[src/source/mon_pkg.sv]
package mon_pkg;

  // Sensor channels in sweep order
  typedef enum logic [1:0] {
    CH_TEMP   = 2'd0,  // Internal temperature
    CH_VCCINT = 2'd1,  // Core supply
    CH_VCCAUX = 2'd2,  // Auxiliary supply
    CH_VBRAM  = 2'd3   // Block-RAM supply
  } chan_e;

  // Poller FSM states
  typedef enum logic [1:0] {
    IDLE  = 2'd0,  // Waiting for the update timer
    ISSUE = 2'd1,  // den high for one cycle
    WAIT  = 2'd2   // Read outstanding, waiting on drdy
  } poll_state_e;

  // DRP status register addresses
  localparam logic [6:0] ADDR_TEMP   = 7'h00;
  localparam logic [6:0] ADDR_VCCINT = 7'h01;
  localparam logic [6:0] ADDR_VCCAUX = 7'h02;
  localparam logic [6:0] ADDR_VBRAM  = 7'h06;

  // Cycles from den to drdy in the sensor bank
  localparam int DRP_LATENCY = 2;

  // Clocks between sweep starts
  localparam int UPDATE_PERIOD = 64;
  localparam int UPD_CNT_W     = $clog2(UPDATE_PERIOD);

  // Over-temperature thresholds on the 16-bit left-justified result
  localparam logic [15:0] OT_SET   = 16'hC000;  // Set at or above
  localparam logic [15:0] OT_CLEAR = 16'hB000;  // Clear below

  // Address table lookup, channel to DRP address
  function automatic logic [6:0] chan_addr(chan_e ch);
    logic [6:0] addr;
    case (ch)
      CH_TEMP:   addr = ADDR_TEMP;
      CH_VCCINT: addr = ADDR_VCCINT;
      CH_VCCAUX: addr = ADDR_VCCAUX;
      CH_VBRAM:  addr = ADDR_VBRAM;
      default:   addr = ADDR_TEMP;
    endcase
    return addr;
  endfunction

endpackage

[src/source/drp_poller.sv]
`timescale 1ns/1ps

module drp_poller (
  input  logic        clk,
  input  logic        rst,
  input  logic        drdy,        // Read data ready from the bank
  input  logic [15:0] dout,        // Read data from the bank
  output logic        den,         // One-cycle read enable
  output logic [6:0]  daddr,       // Held from den until drdy
  output logic [15:0] temp_out,
  output logic [15:0] vccint_out,
  output logic [15:0] vccaux_out,
  output logic [15:0] vbram_out,
  output logic        read,        // Pulse per channel read
  output logic        temp_valid,  // New temperature result
  output logic        sweep_done   // All four results updated
);
  import mon_pkg::*;

  logic [UPD_CNT_W-1:0] upd_cnt;   // Update timer
  logic                 upd_wrap;  // Timer at its last count
  poll_state_e          state;
  logic [1:0]           chan_idx;  // Channel being read
  logic                 capture;   // Result accepted this cycle

  assign upd_wrap = (upd_cnt == UPD_CNT_W'(UPDATE_PERIOD - 1));
  assign capture  = (state == WAIT) && drdy;

  // Free-running timer, 0 to UPDATE_PERIOD-1
  always_ff @(posedge clk) begin
    if (rst) begin
      upd_cnt <= '0;
    end else if (upd_wrap) begin
      upd_cnt <= '0;
    end else begin
      upd_cnt <= upd_cnt + 1'b1;
    end
  end

  // Sweep FSM
  always_ff @(posedge clk) begin
    if (rst) begin
      state    <= IDLE;
      chan_idx <= 2'd0;
    end else begin
      case (state)
        IDLE: begin
          if (upd_wrap) begin  // Start a sweep at the timer wrap
            state    <= ISSUE;
            chan_idx <= 2'd0;  // Always begin with temperature
          end
        end
        ISSUE: state <= WAIT;  // den goes out this cycle
        WAIT: begin
          if (drdy) begin
            chan_idx <= chan_idx + 2'd1;
            // Last channel ends the sweep
            state <= (chan_idx == 2'd3) ? IDLE : ISSUE;
          end
        end
        default: state <= IDLE;
      endcase
    end
  end

  // DRP request side
  assign den   = (state == ISSUE);
  assign read  = den;
  assign daddr = chan_addr(chan_e'(chan_idx));  // Stable until the index steps

  // Result registers, selected by the channel index
  always_ff @(posedge clk) begin
    if (rst) begin
      temp_out   <= 16'h0000;
      vccint_out <= 16'h0000;
      vccaux_out <= 16'h0000;
      vbram_out  <= 16'h0000;
    end else if (capture) begin
      case (chan_idx)
        2'd0:    temp_out   <= dout;
        2'd1:    vccint_out <= dout;
        2'd2:    vccaux_out <= dout;
        default: vbram_out  <= dout;
      endcase
    end
  end

  // Status pulses, high while the new result is already on the output
  always_ff @(posedge clk) begin
    if (rst) begin
      temp_valid <= 1'b0;
      sweep_done <= 1'b0;
    end else begin
      temp_valid <= capture && (chan_idx == 2'd0);
      sweep_done <= capture && (chan_idx == 2'd3);
    end
  end

endmodule

[src/source/sensor_bank.sv]
`timescale 1ns/1ps

module sensor_bank (
  input  logic            clk,
  input  logic            rst,
  input  logic            sample_valid,  // Conversion sample strobe
  input  mon_pkg::chan_e  sample_chan,   // Channel of the sample
  input  logic [11:0]     sample_code,   // Raw 12-bit ADC code
  input  logic            den,           // DRP read enable
  input  logic [6:0]      daddr,         // DRP address
  output logic            drdy,          // Read data ready
  output logic [15:0]     dout           // Read data
);
  import mon_pkg::*;

  logic [15:0] status_reg [4];             // One per channel, indexed by chan_e
  logic [15:0] rd_decode;                  // Register picked by daddr
  logic [DRP_LATENCY-1:0] rd_vld;          // Read-valid pipeline
  logic [15:0] rd_data [DRP_LATENCY];      // Read-data pipeline

  // Status registers take the code left-justified
  always_ff @(posedge clk) begin
    if (rst) begin
      for (int i = 0; i < 4; i++) begin
        status_reg[i] <= 16'h0000;
      end
    end else if (sample_valid) begin
      status_reg[sample_chan] <= {sample_code, 4'h0};
    end
  end

  // Address decode against the current register contents
  always_comb begin
    case (daddr)
      ADDR_TEMP:   rd_decode = status_reg[CH_TEMP];
      ADDR_VCCINT: rd_decode = status_reg[CH_VCCINT];
      ADDR_VCCAUX: rd_decode = status_reg[CH_VCCAUX];
      ADDR_VBRAM:  rd_decode = status_reg[CH_VBRAM];
      default:     rd_decode = 16'h0000;  // Unmapped address reads zero
    endcase
  end

  // Valid bits shift one stage per clock
  always_ff @(posedge clk) begin
    if (rst) begin
      rd_vld <= '0;
    end else begin
      rd_vld[0] <= den;
      for (int i = 1; i < DRP_LATENCY; i++) begin
        rd_vld[i] <= rd_vld[i-1];
      end
    end
  end

  // Data is captured at the den edge
  // A same-edge sample write lands after this read
  always_ff @(posedge clk) begin
    rd_data[0] <= rd_decode;
    for (int i = 1; i < DRP_LATENCY; i++) begin
      rd_data[i] <= rd_data[i-1];
    end
  end

  assign drdy = rd_vld[DRP_LATENCY-1];   // DRP_LATENCY cycles after den
  assign dout = rd_data[DRP_LATENCY-1];

endmodule

[src/source/ot_alarm.sv]
`timescale 1ns/1ps

module ot_alarm (
  input  logic        clk,
  input  logic        rst,
  input  logic        temp_valid,  // Pulse with each new temperature result
  input  logic [15:0] temp_out,    // Latest temperature result
  output logic        otemp        // Over-temperature alarm level
);
  import mon_pkg::*;

  logic above_set;    // Result at or above the set threshold
  logic below_clear;  // Result under the clear threshold

  // Threshold compares on the left-justified result
  assign above_set   = (temp_out >= OT_SET);
  assign below_clear = (temp_out <  OT_CLEAR);

  // Hysteresis flag
  // Only a fresh result may move it, so a stale
  // reading held on temp_out never toggles the alarm
  always_ff @(posedge clk) begin
    if (rst) begin
      otemp <= 1'b0;
    end else if (temp_valid) begin
      if (above_set) begin
        otemp <= 1'b1;       // Hot
      end else if (below_clear) begin
        otemp <= 1'b0;       // Cooled off
      end
      // Between thresholds, hold
    end
  end

endmodule

[src/source/sys_monitor.sv]
`timescale 1ns/1ps

module sys_monitor (
  input  logic            clk,
  input  logic            rst,
  input  logic            sample_valid,  // Conversion sample strobe
  input  mon_pkg::chan_e  sample_chan,   // Channel of the sample
  input  logic [11:0]     sample_code,   // 12-bit conversion code
  output logic [15:0]     temp_out,      // Internal temperature
  output logic [15:0]     vccint_out,    // Core supply
  output logic [15:0]     vccaux_out,    // Auxiliary supply
  output logic [15:0]     vbram_out,     // Block-RAM supply
  output logic            read,          // Pulse per channel read
  output logic            sweep_done,    // Sweep finished
  output logic            otemp          // Over-temperature alarm
);

  // DRP port between poller and bank
  logic        den;
  logic [6:0]  daddr;
  logic        drdy;
  logic [15:0] dout;

  logic        temp_valid;  // Poller to alarm

  // Read master and result holder
  drp_poller u_poller (
    .clk        (clk),
    .rst        (rst),
    .drdy       (drdy),
    .dout       (dout),
    .den        (den),
    .daddr      (daddr),
    .temp_out   (temp_out),
    .vccint_out (vccint_out),
    .vccaux_out (vccaux_out),
    .vbram_out  (vbram_out),
    .read       (read),
    .temp_valid (temp_valid),
    .sweep_done (sweep_done)
  );

  // Status register model in place of the ADC
  sensor_bank u_bank (
    .clk          (clk),
    .rst          (rst),
    .sample_valid (sample_valid),
    .sample_chan  (sample_chan),
    .sample_code  (sample_code),
    .den          (den),
    .daddr        (daddr),
    .drdy         (drdy),
    .dout         (dout)
  );

  ot_alarm u_alarm (
    .clk        (clk),
    .rst        (rst),
    .temp_valid (temp_valid),
    .temp_out   (temp_out),
    .otemp      (otemp)
  );

endmodule

[config.mk]
export PLATFORM = sky130hd
export DESIGN_NAME = sys_monitor
export DESIGN_NICKNAME = d
export VERILOG_FILES = /design/src/source/mon_pkg.sv /design/src/source/drp_poller.sv /design/src/source/sensor_bank.sv /design/src/source/ot_alarm.sv /design/src/source/sys_monitor.sv
export SDC_FILE = /design/constraint.sdc
export NUM_CORES = 1
export LEC_CHECK = 0
export BUFFER_PORTS_ARGS = -buffer_cell sky130_fd_sc_hd__clkbuf_2
export CAP_MARGIN = 0
export CORE_ASPECT_RATIO = 0.9
export CORE_MARGIN = 2
export CORE_UTILIZATION = 40
export CTS_BUF_LIST = sky130_fd_sc_hd__clkbuf_4
export CTS_CLUSTER_SIZE = 16
export DETAILED_ROUTE_END_ITERATION = 7
export GPL_ROUTABILITY_DRIVEN = 0
export PLACE_DENSITY = 0.63
export SYNTH_ARGS = -nofsm -noshare
export SYNTH_HDL_FRONTEND = slang
export SYNTH_SLANG_ARGS = --single-unit
[constraint.sdc]
create_clock -name clk -period 3.6 [get_ports clk]
set_clock_uncertainty 0.1 [all_clocks]
set_input_delay 0.18 -clock clk [delete_from_list [all_inputs] [get_ports clk]]
set_output_delay 0.18 -clock clk [all_outputs]
set_load 0.02 [all_outputs]
* After elaboration in Yosys (flattened, before gate mapping)
Memory sizes are Yosys's and may differ from the RTL's.
Index checks and enable logic that the tools add are counted.
** Storage, ports and cells
- Register bits after elaboration :: 79
- RAM bits :: 80
- Bits of input ports :: 17
- Output and inout port bits :: 67
- Word-level logic and storage cells :: 66
- Memories kept :: 2
** Memories
- u_bank.status_reg :: depth 4, width 12, read ports 4, clocked after memory_dff 0, wr ports 4, RTL line sensor_bank.sv:16 : logic [15:0] status_reg [4];
- u_bank.rd_data :: depth 2, width 16, read ports 2, clocked after memory_dff 0, wr ports 2, RTL line sensor_bank.sv:19 : logic [15:0] rd_data [DRP_LATENCY];
** Cells by class
- Add/subtract/negate cells :: 2
- Order comparisons :: 2
- Equal/unequal tests :: 11
- Mux-type cells :: 19
- Bitwise logic cells :: 1
- Reduce and logical (&&, ||, !) cells :: 18
** Operators by type and width (number)
- case mux 16 bit (4 select lines) :: 1
- case mux 7 bit (4 select lines) :: 1
- >= comparator 16 bit (second input constant) :: 1
- less-than comparator 16 bit (second input constant) :: 1
- two-way mux 12 bit :: 1
- AND reduction 2 bit :: 6
- OR reduction 12 bit :: 1
- two-way mux 2 bit :: 5
- two-way mux 1 bit :: 9
- equality test 7 x 1 -> 1 bit (second input constant) :: 1
- equality test 7 x 2 -> 1 bit (second input constant) :: 1
- equality test 7 x 3 -> 1 bit (second input constant) :: 1
- logical NOT 7 bit :: 1
- adder 6 x 1 -> 6 bit (second input constant) :: 1
- equality test 2 bit (second input constant) :: 3
- equality test 6 bit (second input constant) :: 1
- case mux 2 bit (3 select lines) :: 1
- equality test 2 x 1 -> 1 bit (second input constant) :: 2
- logical NOT 2 bit :: 2
- inequality test 2 x 1 -> 1 bit (second input constant) :: 2
- case mux 2 bit (2 select lines) :: 1
- nonzero test 2 bit :: 2
- logical AND 1 bit :: 3
- AND reduction 3 bit :: 1
- 4 further kinds :: 4

* Longest topological paths before layout
Gate-level depths: netlist of the first run.
- Depth in word-level cells :: 5
- Mapped depth :: 6
- Gate-level depth less buffers :: 5

* By module
From an unflattened synthesis of the first run, not the netlist that was laid out.
** Second synthesis, totals
- Cell total of the unflattened synthesis :: 565
- Area total of the unflattened synthesis :: 5977.0 um^2
** Modules (own cells, without submodules)
- drp_poller :: instances 1, cells each 356, area an instance 3029.2 um^2, sequential area each 1521.5 um^2
- sensor_bank :: instances 1, cells each 204, area an instance 2904.0 um^2, sequential area each 1961.9 um^2
- ot_alarm :: instances 1, cells each 5, area an instance 43.8 um^2, sequential area each 20.0 um^2

* Worst setup path before layout of the first run
No wires, ideal clock.
- Path kind :: flip-flop to flip-flop
- Start point :: register u_poller.chan_idx[0]
- End point :: register u_poller.vccaux_out[11]
- Setup time :: 0.134 ns
- Data arrival time :: 1.180 ns
- Required time :: 3.366 ns
- Setup slack :: 2.186 ns
- Stages on the path, launching flop included :: 7
- Buffers on the path :: 1
- Period minus slack after synthesis :: 1.414 ns
- Cell sequence :: dfxtp_1 -> inv_1 -> ha_1 -> and4b_1 -> buf_4 -> nand2_1 -> a21oi_1
** On the way
- Cells in the longest elaborated chain, start to end :: 2
** Ends and longest elaborated chain
- start, declared :: RTL line drp_poller.sv:23 : logic [1:0] chan_idx;
- start signal, assigned :: RTL line drp_poller.sv:56 : chan_idx <= chan_idx + 2'd1;
- equality test 2 bit :: RTL line drp_poller.sv:79 : case (chan_idx)
- AND reduction 2 bit (no line)
- end signal, assigned :: RTL line drp_poller.sv:82 : 2'd2: vccaux_out <= dout;
- end, declared :: RTL line drp_poller.sv:12 : output logic [15:0] vccaux_out,
No other way between the ends.
A chain may end at the register's enable or synchronous reset.

* Worst setup path after layout of the first run
- Start point :: register u_poller.chan_idx[0]
- End point :: register u_poller.vbram_out[5]
** On the way
- Cells in the longest elaborated chain, start to end :: 4
- Elaborated cells on any way between the ends :: 6
- Those cells by class :: 2 x eq/ne; 1 x bitwise; 3 x reduce/logical
** Ends and longest elaborated chain
- equality test 2 x 1 -> 1 bit (tied with other cells) :: RTL line drp_poller.sv:79
- OR reduction 3 bit (no line) (*)
- NOT 1 bit (no line) (*)
- AND reduction 2 bit (no line) (*)
- end signal, assigned :: RTL line drp_poller.sv:83 : default: vbram_out <= dout;
- end, declared :: RTL line drp_poller.sv:13 : output logic [15:0] vbram_out,
Every way passes the cells marked *; elsewhere a longest branch is shown, timed or not.

==> run summary, run 1 <==
largest net degree at the start of global routing -> 71
LEAKAGE -> 2.291 nW
# rows -> 39
drt via density -> 4.730
Hold WS -> 191.3 ps
Syn Area/Cell -> 10.67 um2
cell area power density -> 475.9 mW/mm2
Multi-input gate area -> 0.001689 mm2
Crit Path Class -> reg -> reg
# resized after CTS -> 0
WL/cell -> 13.49 um
NumNets Final -> 577
CTS max path bufs -> 2
initial antenna violation count -> 0
fill cell instance count of the final layout -> 1194
P&R area growth vs syn -> 15.09%
DIE HEIGHT -> 111.1 um
reg-to-reg setup timing slack -> 1800 ps
Post-Layout Inst Area -> 0.005868 mm2
CORE AREA -> 0.01259 mm2
Die Wd -> 123.0 um
min Tclk post-route -> 1797 ps
setup_tns -> 0 ps
num ports -> 84
post-synth top area share -> 34.16%
Initial Utilization -> 40.50%
clk slew on worst S/H paths -> 110 ps
Yosys reg bits -> 135
port bufs -> 67
final setup margin -> 1803 ps
first-pass GRT wire length -> 15.88 mm
worst vdd ir -> 0.0004202 V
Residual DRC -> 0
vias in the first global route -> 3148
GRT overflow -> 0
H-tree depth -> 4
startpoint types -> flip-flop
final WL -> 9.808 mm
share of cells above drive strength 1 -> 19.01%
fin crit share -> 49.92%
initial drt markers -> 258
Peak Freq -> 556.5 MHz
synthesized area -> 0.005099 mm2
fin util -> 46.61%
worst hold path type -> in -> reg
CP Max Fanout -> 13
CP arrival -> 2070 ps
measured slew at the worst slew-check pin -> 710.2 ps
Final Hold Vio Count -> 0
outcome -> complete, no violations
max reg flops -> 48
dpl hpwl -> 6.902 mm
max-slew violations -> 0
Inst Count DP -> 684
CTS sink cnt -> 135
FF/Latch Area -> 0.003183 mm2
setup violators final -> 0
# Post-CTS Setup Buffers -> 0
post-route ant nets -> 0
DR vias -> 3439
antenna diode count -> 0
WP data required -> 3880 ps
synth warn -> 0
largest area contributor in the netlist -> dfxtp_1
Die ar. -> 0.01367 mm2
CTS root buffer -> clkbuf_4
total track usage -> 15.03%
dpl ws -> 1690 ps
Tot Pwr -> 2.793 mW
length of the first detailed-routing pass in iterations -> 4
Syn Inst Count -> 478
top cells by area, synth -> dfxtp_1 34%, edfxtp_1 28%, nand2_1 8.2%, and2_1 5.9%, a21oi_1 4.8%
final non-filler cell total -> 727
RSZ-0062 raised after global routing -> no
Critical Path End Type -> flip-flop
CTS tree -> built
max-cap violations -> 0
Worst-Skew Late Latency -> 510 ps
number of CTS-inserted buffers -> 17
worst rel slew slack -> 52.65%
Placed Instance Area -> 0.005458 mm2
Seq/Total Area, Yosys -> 62.43%
Yosys cell types -> 40
path summary, 6_finish.rpt:
path	from	endpoint	depth (start not counted)
setup / recovery	u_poller.chan_idx[0]	u_poller.vbram_out[5]	4
hold / removal	rst	u_poller.upd_cnt[4]	3
setup reg to reg	u_poller.chan_idx[0]	u_poller.vbram_out[5]	4
hold reg to reg	u_bank.rd_data[0][5]	u_bank.rd_data[0][21]	0
cells by family after synthesis:
group           synth area share [%]
buf+inv                        5.546
flops                          62.43
compound gates                 9.522
fa+ha+maj                      2.209
other cells                  0.07355
xor+xnor                      0.5154
simple gates                   19.71
cells in the mapped netlist, drive strengths merged:
library cell	instances
nand4b	4
xnor2	1
clkbuf	12
and2	48
and4b	4
nand3	5
o31a	1
inv	6
nor2	6
nor3b	1
and3	2
edfxtp	48
o21ai	2
a31oi	1
o32ai	1
buf	31
nor2b	2
xor2	2
a31o	2
ha	9
a21oi	50
a22oi	24
nand3b	4
nor4	1
nand2b	2
nand2	111
nor3	5
or3	2
conb	1
dfxtp	87
or3b	1
or2	2
layout make-up:
class / count / area share [%]
sequential: 135 / 54.24
multi-input combinational: 309 / 28.78
timing repair buffer: 82 / 8.145
tap: 164 / 3.497
clock inverter: 13 / 2.644
clock buffer: 18 / 2.303
inverter: 6 / 0.3838
report_power, final:
group          leakage [nW]  internal, mW  switching, mW
sequential             1.18          1.64         0.0289
combinational         0.957        0.0379         0.0658
clock                 0.155         0.483          0.533
total                  2.29          2.17          0.627
critical path, cell delays in order, from the launching register on:
cell      delay [ps]
dfxtp_1          480
ha_1             240
nand4b_1         500
nand2_1          270
a21oi_2           80
cell usage in the layout (no fill, tap or decap), drive strengths merged:
cell and instances:
a22oi 24, inv 8, or3b 1, nor4 1, nand3b 4, bufinv 3, nor3 5, ha 9
clkinvlp 1, a31o 2, and4b 4, xor2 2, nor3b 1, or2 2, nand2b 2, o32ai 1
a31oi 1, o31a 1, or3 2, o21ai 2, dlygate4sd3 12, nand3 5, nor2 6, nand2 111
edfxtp 48, nand4b 4, conb 16, xnor2 1, a21oi 50, nor2b 2, clkinv 7, clkbuf 85
buf 3, and3 2, dfxtp 87, and2 48
what timing repair did:
item	4_1_cts	5_1_grt
endpoints found under the setup margin	0	0
hold buffers	12	0
hold endpoints to repair	48	0
per-layer routing:
layer | vias up | global-route usage (%) | part of all wire, % | routed length, um
li1 | 1743 | - | - | -
met1 | 1592 | 22.27 | 51 | 5019
met2 | 95 | 21.14 | 43 | 4171
met3 | 9 | 4.630 | 5.5 | 538
met4 | 0 | 4.091 | 0.81 | 79
met5 | - | 0 | 0 | 0
(Power assumes the default switching activity.)
==> run 2: changes to the inputs <==
- ABC_AREA: default -> 1
- clock period: 3.6 -> 1.7 ns (I/O delays scaled with it)
==> run summary, run 2 <==
outcome -> complete, no violations
antenna diode count -> 0 (unchanged)
initial antenna violation count -> 0 (unchanged)
# Post-CTS Setup Buffers -> 0 (unchanged)
port bufs -> 67 (unchanged)
top-count cell post-synth -> nand2_1
commonest cells after routing, fill and taps aside -> 159 x nand2_1, 87 x dfxtp_1, 67 x clkbuf_2
sequential power share -> 54.7% (-5.2 points)
synthesized area -> 0.005195 mm2 (+1.9%)
P_int -> 5.028 mW (+130%)
EDFF count, synth -> 48 (unchanged)
largest net degree at the start of global routing -> 54 (-24%)
initial drt markers -> 254 (-1.6%)
post-synth top area share -> 33.53% (-0.63 points)
vias in the first global route -> 3708 (+18%)
fin crit share -> 90.69% (+41 points)
Seq/Total Area, Yosys -> 61.27% (-1.2 points)
min Tclk post-route -> 1542 ps (-255.2 ps)
max-cap violations -> 0 (unchanged)
most common library cells after synthesis -> 159 x nand2_1, 87 x dfxtp_1, 54 x nor2_1
drt via density -> 4.693 (-0.79%)
Hold WS -> 28.02 ps (-163.3 ps)
synth warn -> 0 (unchanged)
H-tree depth -> 4 (unchanged)
DR vias -> 3731 (+8.5%)
CTS sink cnt -> 135 (unchanged)
dpl ws -> 152.3 ps (-1538 ps)
NumNets Final -> 644 (+12%)
P&R area growth vs syn -> 18.35%
Residual DRC -> 0 (unchanged)
dpl hpwl -> 7.555 mm (+9.5%)
GRT overflow -> 0 (unchanged)
Syn Inst Count -> 530 (+11%)
worst hold path type -> in -> reg
fill cell instance count of the final layout -> 1201 (+0.59%)
P_sw -> 1.462 mW (+130%)
Yosys cell types -> 29 (-28%)
CP arrival -> 1840 ps (-230 ps)
top cells by area, synth -> dfxtp_1 34%, edfxtp_1 28%, nand2_1 11%, a21oi_2 6.7%, nor2_1 3.9%
DIE HEIGHT -> 112.1 um (+0.91%)
CTS root buffer -> clkbuf_4
RSZ-0062 raised after global routing -> no
# rows -> 39 (unchanged)
Sw Ratio -> 22.53% (+0.063 points)
Die Wd -> 124.1 um (+0.91%)
commonest non-fill, non-tap cell in the layout -> nand2_1
Syn Area/Cell -> 9.802 um2 (-8.1%)
CORE AREA -> 0.01269 mm2 (+0.78%)
post-synthesis async set-or-reset flop share -> 0% (unchanged)
first-pass GRT wire length -> 18.60 mm (+17%)
Final Hold Vio Count -> 0 (unchanged)
post-route ant nets -> 0 (unchanged)
Critical Path End Type -> flip-flop
startpoint types -> flip-flop
Initial Utilization -> 40.95% (+0.45 points)
worst vdd ir -> 0.0008422 V (+100%)
LEAKAGE -> 2.504 nW (+9.3%)
final WL -> 11.41 mm (+16%)
Comb power frac -> 3.9% (+0.2 points)
length of the first detailed-routing pass in iterations -> 4 (unchanged)
num ports -> 84 (unchanged)
measured slew at the worst slew-check pin -> 787.1 ps (+76.95 ps)
WL/cell -> 14.35 um (+6.3%)
Yosys reg bits -> 135 (unchanged)
share of cells above drive strength 1 -> 26.15% (+7.1 points)
final setup margin -> 158.3 ps (-1645 ps)
largest area contributor in the netlist -> dfxtp_1
setup_tns -> 0 ps (unchanged)
max reg flops -> 48 (unchanged)
Main synth FF type -> dfxtp_1
clk slew on worst S/H paths -> 110 ps (about the same)
number of CTS-inserted buffers -> 17 (unchanged)
cell area power density -> 1056 mW/mm2 (+120%)
worst rel slew slack -> 47.52% (-5.1 points)
Die ar. -> 0.01392 mm2 (+1.8%)
CTS tree -> built
clock power share -> 41.4% (+5.0 points)
max-slew violations -> 0 (unchanged)
setup violators final -> 0 (unchanged)
Peak Freq -> 648.6 MHz (+17%)
CP Max Fanout -> 13 (unchanged)
CTS max path bufs -> 2 (unchanged)
WP data required -> 2000 ps (-1880 ps)
Crit Path Class -> reg -> reg
Worst-Skew Late Latency -> 540 ps (+30 ps)
total track usage -> 17.46% (+2.4 points)
run 2: cell count changes after synthesis, moves of 5 or more:
cell	delta
nor2_1	+48
and2_1	-48
nand2_1	+48
nand4_1	+13
a22oi_1	-24
nor3_1	+9
a21oi_1	-35
a21oi_2	+39
buf_4	-5
inv_1	+22
run 2: metal layers:
layer | vias up | part of all wire, % | GRT usage, %
li1 | 1855 | - | -
met1 | 1742 | 46 | 23.09
met2 | 116 | 47 | 28.16
met3 | 18 | 6.0 | 4.776
met4 | 0 | 1.1 | 4.794
met5 | - | 0 | 0
run 2: final cells by class:
class	count	area, um2	share of cell area (%)
Timing Repair Buffer	93	565.5	9.198
Multi-Input combinational cell	336	1684	27.39
Tap cell	164	205.2	3.337
Clock buffer	17	127.6	2.076
Sequential cell	135	3183	51.77
Clock inverter	15	249.0	4.050
Inverter	35	133.9	2.177
run 2: final timing paths:
path / to / depth (start not counted) / slack (ps) / from
worst max-delay path: u_poller.vccaux_out[9] / 6 / 160 / u_poller.chan_idx[0]
worst min-delay path: u_poller.upd_cnt[2] / 5 / 30 / rst
worst max register to register: u_poller.vccaux_out[9] / 6 / 160 / u_poller.chan_idx[0]
worst min register to register: u_bank.rd_data[0][26] / 0 / 240 / u_bank.rd_data[0][10]
run 2: what timing repair did:
action / 4_1_cts / 5_1_grt
resized for setup: 0 / 0
hold buffers: 14 / 0
hold endpoints to repair: 48 / 0
run 2: cell families after synthesis:
kind of cell | count (synthesis) | synth area share, %
XOR/XNOR | 2 | 0.3372
AO/OA/AOI/OAI | 59 | 8.622
AND/OR/NAND/NOR | 250 | 20.13
flip-flops | 135 | 61.27
adder cells (fa/ha/maj) | 9 | 2.168
buffers and inverters | 74 | 7.394
other | 1 | 0.07219
run 2: metrics by stage:
step	power (mW)	instances	util, %	cell area, um2
3_5_place_dp	3.853	749	44.39	5632
3_3_place_gp	3.844	749	44.39	5632
6_report	6.490	795	48.46	6148
2_1_floorplan	3.772	545	-	5251
5_1_grt	6.723	795	48.46	6148
4_1_cts	6.541	795	48.46	6148
run 2: power by group through the flow:
stage,registers [mW],logic (mW),clock network [mW]
after CTS,3.55,0.252,2.74
after global placement,3.62,0.222,0
after global routing,3.57,0.277,2.88
final,3.55,0.251,2.69
after detailed placement,3.63,0.228,0
after floorplan,3.59,0.181,0
run 2: worst max-delay path: stages, from the launching register on:
cell and delay (ps):
dfxtp_1 460, inv_1 140, ha_1 250, nand2_4 170, inv_2 140, nand2_1 100, a21oi_2 50
